`src/hdl/sbt_pkg.sv`:
```
package sbt_pkg;

  localparam int data_width = 32;
  localparam int reg_addr_width = 5;
  localparam int reg_els = 32;
  localparam int imm_width = 12;
  localparam int pool_els = 4;
  localparam int pool_idx_width = $clog2(pool_els);
  localparam int lat_width = 4;

  // issue to clear, in cycles, per long op class
  localparam logic [lat_width-1:0] lat_idiv = 4'd8;
  localparam logic [lat_width-1:0] lat_fdiv = 4'd12;
  localparam logic [lat_width-1:0] lat_dram = 4'd10;
  localparam logic [lat_width-1:0] lat_global = 4'd6;
  localparam logic [lat_width-1:0] lat_group = 4'd3;

  typedef enum logic [1:0] {
    region_local  = 2'b00,
    region_group  = 2'b01,
    region_global = 2'b10,
    region_dram   = 2'b11
  } region_e;

  typedef struct packed {
    logic is_load_op;
    logic write_rd;
    logic write_frd;
    logic is_amo_op;
    logic is_idiv_op;
    logic is_fp_op;
    logic is_fdiv_op;
    logic is_fsqrt_op;
    logic [reg_addr_width-1:0] rd;
    logic [reg_addr_width-1:0] rs1;
    logic [reg_addr_width-1:0] rs2;
  } decode_s;

  typedef struct packed {
    logic idiv;
    logic remote_dram_load;
    logic remote_global_load;
    logic remote_group_load;
  } isb_info_s;

  typedef struct packed {
    logic fdiv_fsqrt;
    logic remote_dram_load;
    logic remote_global_load;
    logic remote_group_load;
  } fsb_info_s;

  typedef struct packed {
    logic [reg_addr_width-1:0] rd;
    isb_info_s info;
  } int_op_s;

  typedef struct packed {
    logic [reg_addr_width-1:0] rd;
    fsb_info_s info;
  } fp_op_s;

  // rs1 plus sign-extended offset, sorted by its top bits
  function automatic region_e addr_region(input logic [data_width-1:0] rs1_val,
                                          input logic [imm_width-1:0] offset);
    logic [data_width-1:0] addr;
    addr = rs1_val + {{(data_width-imm_width){offset[imm_width-1]}}, offset};
    if (addr[data_width-1]) begin
      return region_dram;
    end else if (addr[data_width-1 -: 2] == 2'b01) begin
      return region_global;
    end else if (addr[data_width-1 -: 3] == 3'b001) begin
      return region_group;
    end
    return region_local;
  endfunction

  function automatic isb_info_s int_reasons(input decode_s d, input region_e r);
    logic ld;
    isb_info_s info;
    // amo always returns a value to rd
    ld = (d.is_load_op & d.write_rd) | d.is_amo_op;
    info.idiv = d.is_idiv_op;
    info.remote_dram_load = ld & (r == region_dram);
    info.remote_global_load = ld & (r == region_global);
    info.remote_group_load = ld & (r == region_group);
    return info;
  endfunction

  function automatic fsb_info_s fp_reasons(input decode_s d, input region_e r);
    logic ld;
    fsb_info_s info;
    ld = d.is_load_op & d.write_frd;
    info.fdiv_fsqrt = d.is_fp_op & (d.is_fdiv_op | d.is_fsqrt_op);
    info.remote_dram_load = ld & (r == region_dram);
    info.remote_global_load = ld & (r == region_global);
    info.remote_group_load = ld & (r == region_group);
    return info;
  endfunction

endpackage

```
`src/hdl/sb_clear_if.sv`:
```
`timescale 1ns/1ps

interface sb_clear_if
  import sbt_pkg::*;
  ();

  logic int_clear;
  logic [reg_addr_width-1:0] int_clear_id;
  logic float_clear;
  logic [reg_addr_width-1:0] float_clear_id;

  modport source (
    output int_clear,
    output int_clear_id,
    output float_clear,
    output float_clear_id
  );

  modport sink (
    input int_clear,
    input int_clear_id,
    input float_clear,
    input float_clear_id
  );

endinterface

```
`src/hdl/sb_issue_if.sv`:
```
`timescale 1ns/1ps

interface sb_issue_if
  import sbt_pkg::*;
  ();

  // decode slot moves to execute on this edge
  logic advance;
  decode_s id_r;
  logic [data_width-1:0] rs1_val;
  logic [imm_width-1:0] offset;

  modport source (
    output advance,
    output id_r,
    output rs1_val,
    output offset
  );

  modport sink (
    input advance,
    input id_r,
    input rs1_val,
    input offset
  );

endinterface

```
`src/hdl/issue_stage.sv`:
```
`timescale 1ns/1ps

module issue_stage
  import sbt_pkg::*;
(
  input  logic clk_i,
  input  logic reset_i,
  input  logic instr_valid,
  input  decode_s instr,
  input  logic [data_width-1:0] rs1_val,
  input  logic [imm_width-1:0] offset,
  input  logic flush,
  input  logic stall_all,
  input  isb_info_s [reg_els-1:0] int_sb,
  input  fsb_info_s [reg_els-1:0] float_sb,
  input  logic int_full,
  input  logic fp_full,
  output logic ready,
  sb_issue_if.source issue
);

  logic id_valid_r;
  decode_s id_r;
  logic [data_width-1:0] rs1_val_r;
  logic [imm_width-1:0] offset_r;
  region_e id_region;
  isb_info_s id_int_info;
  fsb_info_s id_fp_info;
  logic src_hazard;
  logic rd_hazard;
  logic pool_hazard;
  logic stall_id;
  logic advance;
  logic accept;

  // same classification the tracker and completer will apply
  assign id_region = addr_region(rs1_val_r, offset_r);
  assign id_int_info = int_reasons(id_r, id_region);
  assign id_fp_info = fp_reasons(id_r, id_region);

  assign src_hazard = (|int_sb[id_r.rs1]) | (|int_sb[id_r.rs2]);
  // both tables get rewritten at rd on advance
  assign rd_hazard = (|int_sb[id_r.rd]) | (|float_sb[id_r.rd]);
  assign pool_hazard = ((|id_int_info) & int_full) | ((|id_fp_info) & fp_full);
  assign stall_id = id_valid_r & (src_hazard | rd_hazard | pool_hazard);

  assign advance = id_valid_r & ~stall_id & ~stall_all & ~flush;
  // an instruction taken during flush is dropped
  assign ready = ~stall_all & (~id_valid_r | advance | flush);
  assign accept = instr_valid & ready;

  always_ff @(posedge clk_i) begin
    if (reset_i) begin
      id_valid_r <= 1'b0;
    end else if (flush) begin
      id_valid_r <= 1'b0;
    end else if (ready) begin
      id_valid_r <= instr_valid;
    end
  end

  always_ff @(posedge clk_i) begin
    if (accept) begin
      id_r <= instr;
      rs1_val_r <= rs1_val;
      offset_r <= offset;
    end
  end

  assign issue.advance = advance;
  assign issue.id_r = id_r;
  assign issue.rs1_val = rs1_val_r;
  assign issue.offset = offset_r;

endmodule

```
`src/hdl/long_op_completer.sv`:
```
`timescale 1ns/1ps

module long_op_completer
  import sbt_pkg::*;
(
  input  logic clk_i,
  input  logic reset_i,
  sb_issue_if.sink issue,
  sb_clear_if.source clr,
  output logic int_full,
  output logic fp_full
);

  region_e region;
  isb_info_s int_info;
  fsb_info_s fp_info;
  logic [lat_width-1:0] region_lat;
  logic [lat_width-1:0] int_lat;
  logic [lat_width-1:0] fp_lat;
  logic int_push;
  logic fp_push;
  int_op_s int_push_op;
  fp_op_s fp_push_op;
  logic int_done;
  logic fp_done;
  int_op_s int_done_op;
  fp_op_s fp_done_op;

  // class is needed here for the latency
  assign region = addr_region(issue.rs1_val, issue.offset);
  assign int_info = int_reasons(issue.id_r, region);
  assign fp_info = fp_reasons(issue.id_r, region);

  always_comb begin
    case (region)
      region_dram:   region_lat = lat_dram;
      region_global: region_lat = lat_global;
      default:       region_lat = lat_group;
    endcase
  end

  // divides take priority over the load latency
  assign int_lat = int_info.idiv ? lat_idiv : region_lat;
  assign fp_lat = fp_info.fdiv_fsqrt ? lat_fdiv : region_lat;

  assign int_push = issue.advance & (|int_info);
  assign fp_push = issue.advance & (|fp_info);
  assign int_push_op = '{rd: issue.id_r.rd, info: int_info};
  assign fp_push_op = '{rd: issue.id_r.rd, info: fp_info};

  // each pool owns one clear port, so whatever is offered is taken
  long_op_pool #(.entry_t(int_op_s)) int_pool (
    .clk_i        (clk_i),
    .reset_i      (reset_i),
    .push         (int_push),
    .push_entry   (int_push_op),
    .push_latency (int_lat),
    .pop          (int_done),
    .done_valid   (int_done),
    .done_entry   (int_done_op),
    .full         (int_full)
  );

  long_op_pool #(.entry_t(fp_op_s)) fp_pool (
    .clk_i        (clk_i),
    .reset_i      (reset_i),
    .push         (fp_push),
    .push_entry   (fp_push_op),
    .push_latency (fp_lat),
    .pop          (fp_done),
    .done_valid   (fp_done),
    .done_entry   (fp_done_op),
    .full         (fp_full)
  );

  assign clr.int_clear = int_done;
  assign clr.int_clear_id = int_done_op.rd;
  assign clr.float_clear = fp_done;
  assign clr.float_clear_id = fp_done_op.rd;

endmodule

```
`src/hdl/long_op_pool.sv`:
```
`timescale 1ns/1ps

module long_op_pool
  import sbt_pkg::*;
#(
  parameter type entry_t = int_op_s
) (
  input  logic clk_i,
  input  logic reset_i,
  input  logic push,
  input  entry_t push_entry,
  input  logic [lat_width-1:0] push_latency,
  input  logic pop,
  output logic done_valid,
  output entry_t done_entry,
  output logic full
);

  logic [pool_els-1:0] valid_r;
  entry_t entry_r [pool_els];
  logic [lat_width-1:0] cnt_r [pool_els];
  logic [pool_els-1:0] expired;
  logic [pool_idx_width-1:0] done_idx;
  logic [pool_idx_width-1:0] free_idx;
  logic do_push;
  logic do_pop;

  // scan downward so the lowest index is the one left standing
  always_comb begin
    done_idx = '0;
    free_idx = '0;
    for (int i = pool_els - 1; i >= 0; i--) begin
      expired[i] = valid_r[i] & (cnt_r[i] == '0);
      if (expired[i]) begin
        done_idx = pool_idx_width'(i);
      end
      if (!valid_r[i]) begin
        free_idx = pool_idx_width'(i);
      end
    end
  end

  assign done_valid = |expired;
  assign done_entry = entry_r[done_idx];
  assign full = &valid_r;
  assign do_push = push & ~full;
  assign do_pop = pop & done_valid;

  always_ff @(posedge clk_i) begin
    if (reset_i) begin
      valid_r <= '0;
    end else begin
      if (do_pop) begin
        valid_r[done_idx] <= 1'b0;
      end
      if (do_push) begin
        valid_r[free_idx] <= 1'b1;
      end
    end
  end

  // counter holds at zero until the slot is popped
  always_ff @(posedge clk_i) begin
    for (int i = 0; i < pool_els; i++) begin
      if (do_push && (free_idx == pool_idx_width'(i))) begin
        entry_r[i] <= push_entry;
        cnt_r[i] <= push_latency - 1'b1;
      end else if (cnt_r[i] != '0) begin
        cnt_r[i] <= cnt_r[i] - 1'b1;
      end
    end
  end

endmodule

```
`src/hdl/sbt_top.sv`:
```
`timescale 1ns/1ps

module sbt_top
  import sbt_pkg::*;
(
  input  logic clk_i,
  input  logic reset_i,
  input  logic instr_valid,
  input  logic is_load_op,
  input  logic write_rd,
  input  logic write_frd,
  input  logic is_amo_op,
  input  logic is_idiv_op,
  input  logic is_fp_op,
  input  logic is_fdiv_op,
  input  logic is_fsqrt_op,
  input  logic [reg_addr_width-1:0] rd,
  input  logic [reg_addr_width-1:0] rs1,
  input  logic [reg_addr_width-1:0] rs2,
  input  logic [data_width-1:0] rs1_val,
  input  logic [imm_width-1:0] offset,
  input  logic flush,
  input  logic stall_all,
  output logic ready,
  output isb_info_s [reg_els-1:0] int_sb_o,
  output fsb_info_s [reg_els-1:0] float_sb_o,
  output logic int_clear,
  output logic [reg_addr_width-1:0] int_clear_id,
  output logic float_clear,
  output logic [reg_addr_width-1:0] float_clear_id
);

  decode_s instr;
  logic int_full;
  logic fp_full;

  sb_issue_if issue_if ();
  sb_clear_if clear_if ();

  assign instr = '{
    is_load_op: is_load_op,
    write_rd: write_rd,
    write_frd: write_frd,
    is_amo_op: is_amo_op,
    is_idiv_op: is_idiv_op,
    is_fp_op: is_fp_op,
    is_fdiv_op: is_fdiv_op,
    is_fsqrt_op: is_fsqrt_op,
    rd: rd,
    rs1: rs1,
    rs2: rs2
  };

  issue_stage issue_stage_i (
    .clk_i       (clk_i),
    .reset_i     (reset_i),
    .instr_valid (instr_valid),
    .instr       (instr),
    .rs1_val     (rs1_val),
    .offset      (offset),
    .flush       (flush),
    .stall_all   (stall_all),
    .int_sb      (int_sb_o),
    .float_sb    (float_sb_o),
    .int_full    (int_full),
    .fp_full     (fp_full),
    .ready       (ready),
    .issue       (issue_if)
  );

  scoreboard_tracker scoreboard_tracker_i (
    .clk_i      (clk_i),
    .reset_i    (reset_i),
    .issue      (issue_if),
    .clr        (clear_if),
    .int_sb_o   (int_sb_o),
    .float_sb_o (float_sb_o)
  );

  long_op_completer long_op_completer_i (
    .clk_i    (clk_i),
    .reset_i  (reset_i),
    .issue    (issue_if),
    .clr      (clear_if),
    .int_full (int_full),
    .fp_full  (fp_full)
  );

  assign int_clear = clear_if.int_clear;
  assign int_clear_id = clear_if.int_clear_id;
  assign float_clear = clear_if.float_clear;
  assign float_clear_id = clear_if.float_clear_id;

endmodule

```
`src/hdl/scoreboard_tracker.sv`:
```
`timescale 1ns/1ps

module scoreboard_tracker
  import sbt_pkg::*;
(
  input  logic clk_i,
  input  logic reset_i,
  sb_issue_if.sink issue,
  sb_clear_if.sink clr,
  output isb_info_s [reg_els-1:0] int_sb_o,
  output fsb_info_s [reg_els-1:0] float_sb_o
);

  // int entry bits
  //   3 idiv
  //   2 remote dram load
  //   1 remote global load
  //   0 remote group load
  // float entry bits
  //   3 fdiv or fsqrt
  //   2..0 same load regions as int

  isb_info_s [reg_els-1:0] int_sb_r;
  fsb_info_s [reg_els-1:0] float_sb_r;
  region_e region;
  isb_info_s int_info;
  fsb_info_s fp_info;

  // effective address of the instruction leaving decode
  assign region = addr_region(issue.rs1_val, issue.offset);

  // local loads and plain ops end up as all zero
  assign int_info = int_reasons(issue.id_r, region);
  assign fp_info = fp_reasons(issue.id_r, region);

  always_ff @(posedge clk_i) begin
    if (reset_i) begin
      int_sb_r <= '0;
      float_sb_r <= '0;
    end else begin
      if (issue.advance) begin
        int_sb_r[issue.id_r.rd] <= int_info;
        float_sb_r[issue.id_r.rd] <= fp_info;
      end
      // later assignment, so a clear to the same rd wins
      if (clr.int_clear) begin
        int_sb_r[clr.int_clear_id] <= '0;
      end
      if (clr.float_clear) begin
        float_sb_r[clr.float_clear_id] <= '0;
      end
    end
  end

  assign int_sb_o = int_sb_r;
  assign float_sb_o = float_sb_r;

endmodule

```
`config.mk`:
```
export PLATFORM = sky130hd
export DESIGN_NAME = sbt_top
export DESIGN_NICKNAME = d
export VERILOG_FILES = /design/src/hdl/sbt_pkg.sv /design/src/hdl/sb_clear_if.sv /design/src/hdl/sb_issue_if.sv /design/src/hdl/issue_stage.sv /design/src/hdl/long_op_completer.sv /design/src/hdl/long_op_pool.sv /design/src/hdl/sbt_top.sv /design/src/hdl/scoreboard_tracker.sv
export SDC_FILE = /design/constraint.sdc
export NUM_CORES = 1
export LEC_CHECK = 0
export BUFFER_PORTS_ARGS = -buffer_cell sky130_fd_sc_hd__buf_4
export CORE_UTILIZATION = 45
export CTS_CLUSTER_SIZE = 8
export DETAILED_ROUTE_END_ITERATION = 16
export GPL_TIMING_DRIVEN = 0
export MAX_ROUTING_LAYER = met4
export PLACE_DENSITY = 0.74
export SETUP_SLACK_MARGIN = 0.4
export SLEW_MARGIN = 20
export SYNTH_ARGS = -nofsm -noshare
export SYNTH_HDL_FRONTEND = slang
export SYNTH_SLANG_ARGS = --single-unit
```
`constraint.sdc`:
```
create_clock -name clk_i -period 7 [get_ports clk_i]
set_clock_uncertainty 0.15 [all_clocks]
set_input_delay 1.4 -clock clk_i [delete_from_list [all_inputs] [get_ports clk_i]]
set_output_delay 1.4 -clock clk_i [all_outputs]
set_load 0.01 [all_outputs]
```
==> impl_metrics.env <==
export IMPL_crit_required_ps=5450
export IMPL_final_core_util_pct=58.2
export IMPL_setup_viol=0
export IMPL_fillCellCount=3465
export IMPL_grt_ovfl_total=0
export IMPL_max_freq_mhz=159
export IMPL_tritoncts="yes"
export IMPL_drc_errors=0
export IMPL_avgSynthCellArea_sq_um=9.85
export IMPL_die_h_um=204
export IMPL_outcome="finished, final reports clean"
export IMPL_worstReg2RegStart="issue_stage_i.issue.offset[11]$_DFFE_PP_"
export IMPL_ff2ff_path_depth=14
export IMPL_final_cells=2820
export IMPL_hold_end="scoreboard_tracker_i.float_sb_o[108]$_SDFF_PP0_"
export IMPL_dp_hpwl_mm=56.8
export IMPL_max_slew_margin_rel_pct=19.5
export IMPL_clock_sinks=404
export IMPL_timing_rr_end="scoreboard_tracker_i.int_sb_o[20]$_SDFF_PP0_"
export IMPL_ys_ff_latch=404
export IMPL_rsz0062_at_grt="no"
export IMPL_ios=341
export IMPL_power_density_nw_per_um2=256
export IMPL_rrSetupSlack_ps=1500
export IMPL_grtUsageTotal_pct=37.0
export IMPL_synthArstFlopShare_pct=0
export IMPL_cts_buffers=56
export IMPL_hold_violations=0
export IMPL_hold_path_class="reg2reg"
export IMPL_grt_antenna_before_repair=0
export IMPL_fin_crit_sh_pct=89.6
export IMPL_grt_max_degree=28
export IMPL_rows=73
export IMPL_initial_utilization_pct=45.9
export IMPL_critPathKind="reg2out"
export IMPL_die_area_sq_um=41600
export IMPL_grt_pass1_vias=17000
export IMPL_peakVddDrop_mv=0.197
export IMPL_yosys_top_cells_count="dfxtp_1 (265), nor2_1 (259), edfxtp_1 (139), a31oi_1 (134), a21oi_1 (107)"
export IMPL_crit_path_end_kind="output port"
export IMPL_clockBufferDepth=3
export IMPL_synth_edf_count=139
export IMPL_crit_fanout=10
export IMPL_drtAntennaViolNets=0
export IMPL_synth_warnings=0
export IMPL_seq_area_frac_synth_pct=51.7
export IMPL_cts_clk_slew_worst_paths_ps=50
export IMPL_min_delay_start="scoreboard_tracker_i.float_sb_o[108]$_SDFF_PP0_"
export IMPL_yosysTopAreaCell="dfxtp_1"
export IMPL_cp_arrival_ps=4720
export IMPL_hold_depth=2
export IMPL_fin_crit_ps=6270
export IMPL_startpoint_type="flip-flop"
export IMPL_grt_pass1_wl_mm=109
export IMPL_synthesis_area_sq_um=18300
export IMPL_placed_cells=2730
export IMPL_fin_nets=2386
export IMPL_synth_top_area_share_pct=28.9
export IMPL_wirelength_mm=76.0
export IMPL_areaGrowthSynthToFinish_pct=26.9
export IMPL_viasPerCell=6.42
export IMPL_syn_nets=1980
export IMPL_drtPass1Iterations=6
export IMPL_cts_root_buf="clkbuf_16"
export IMPL_die_x_um=204
export IMPL_portBuffers=339
export IMPL_htreeDepth=2
export IMPL_leakagePower_uw=0.00932
export IMPL_drtIter0Drc=2389
export IMPL_via_count=18100
export IMPL_maxSlewViolCount=0
export IMPL_synth_cells=1862
export IMPL_core_area_sq_um=40000
export IMPL_routedWlPerCell_um=26.9
export IMPL_drive_above_1_share_pct=21.1
export IMPL_maxCapViolCount=0
export IMPL_globalplace_congestion=1.02
export IMPL_clock_latency_ps=630
export IMPL_synthDistinctLibCells=72
export IMPL_worstMarginPinSlew_ps=1200
export IMPL_yosysMostFrequentCell="dfxtp_1"
export IMPL_synth_area_leaders="dfxtp_1 (29%), edfxtp_1 (23%), nor2_1 (5.3%)"
export IMPL_dominantRegCellSynth="dfxtp_1"
## timing repair
item,in CTS,in global routing
endpoints found under the setup margin,0,1
hold buffers,0,0
gates resized for setup,0,5
setup buffers,0,4
## final cells by class
class	instances	area, sq um	share of cell area (%)
Sequential cell	404	9480	40.7
Inverter	91	342	1.47
Tap cell	525	657	2.82
Timing Repair Buffer	348	2650	11.4
Antenna cell	1	2.50	0.0107
Clock buffer	81	1520	6.51
Multi-Input combinational cell	1260	8120	34.9
Buffer	107	477	2.05
Clock inverter	3	51.3	0.220
## critical path: stages, from the launching register on
cell and delay, ps:
edfxtp_1 590, clkbuf_1 390, clkbuf_2 390, clkbuf_1 480, nand3_1 120, o21ai_0 120, o21ai_0 130, o211ai_1 330
nand4_1 170, nor4_2 490, buf_4 280, nand3_1 220, a21oi_1 240, buf_4 140
## sequential cells by signal (all words and copies together), names as in the netlist, 16 cells and up
signal and cells:
scoreboard_tracker_i.float_sb_o 128, scoreboard_tracker_i.int_sb_o 128, issue_stage_i.issue.rs1_val 32, issue_stage_i.issue.id_r 23, long_op_completer_i.fp_pool.entry_r 20, long_op_completer_i.int_pool.entry_r 20, long_op_completer_i.fp_pool.cnt_r 16, long_op_completer_i.int_pool.cnt_r 16
## worst max-delay path by stage
stage,from,end,depth (start not counted)
2_1_floorplan,issue_stage_i.issue.offset[11]$_DFFE_PP_,issue_stage_i.issue.id_r[0]$_DFFE_PP_,11
3_3_place_gp,issue_stage_i.issue.offset[11]$_DFFE_PP_,issue_stage_i.issue.id_r[12]$_DFFE_PP_,11
3_5_place_dp,issue_stage_i.issue.id_r[11]$_DFFE_PP_,ready,13
4_1_cts,issue_stage_i.issue.id_r[11]$_DFFE_PP_,ready,13
5_1_grt,issue_stage_i.issue.offset[11]$_DFFE_PP_,ready,13
6_report,issue_stage_i.issue.id_r[11]$_DFFE_PP_,ready,13
## layout by cell type, fill, tap and decap left out, drive strengths merged, types with 19 or more instances in the layout
cell and n:
inv 89, or3 56, nor3b 19, a21o 53, o21a 22, mux2i 32
a31oi 134, nor2b 46, nor4 54, dfxtp 265, a41oi 57, o21ai 33
nand2 75, nor2 259, nor3 49, clkbuf 155, a21oi 107, buf 381
ha 46, nand3 25, edfxtp 139
## metal layers
metal	share of wire, %	global-route usage [%]
met5	0	-
met3	13	8.50
met2	43	53.3
met1	39	48.0
met4	6.1	20.5
## stage by stage
step	instance area, sq um	worst slack, ps	TNS, ps	power [uW]	hold slack, ps
CTS	23300	572	0	5950	319
global placement	21600	-17.4	-624	3440	305
finish	23300	726	0	5970	319
global route	23300	400	0	6160	335
detailed placement	21700	1240	0	3480	311
floorplan	18400	1540	0	3240	322
## cells by family after synthesis
family	after synthesis	synth area share, %
flip-flops	404	51.7
AND/OR/NAND/NOR	659	18.0
AO/OA/AOI/OAI	490	18.2
buffers and inverters	198	4.44
XOR/XNOR	15	0.716
adder cells (fa/ha/maj)	46	3.14
multiplexers	50	3.83
## where the power goes
| group | internal [uW] | switching [uW] |
|---|---|---|
| clock | 1470 | 1030 |
| combinational | 300 | 456 |
| sequential | 2620 | 89.3 |
(Power assumes the default switching activity.)
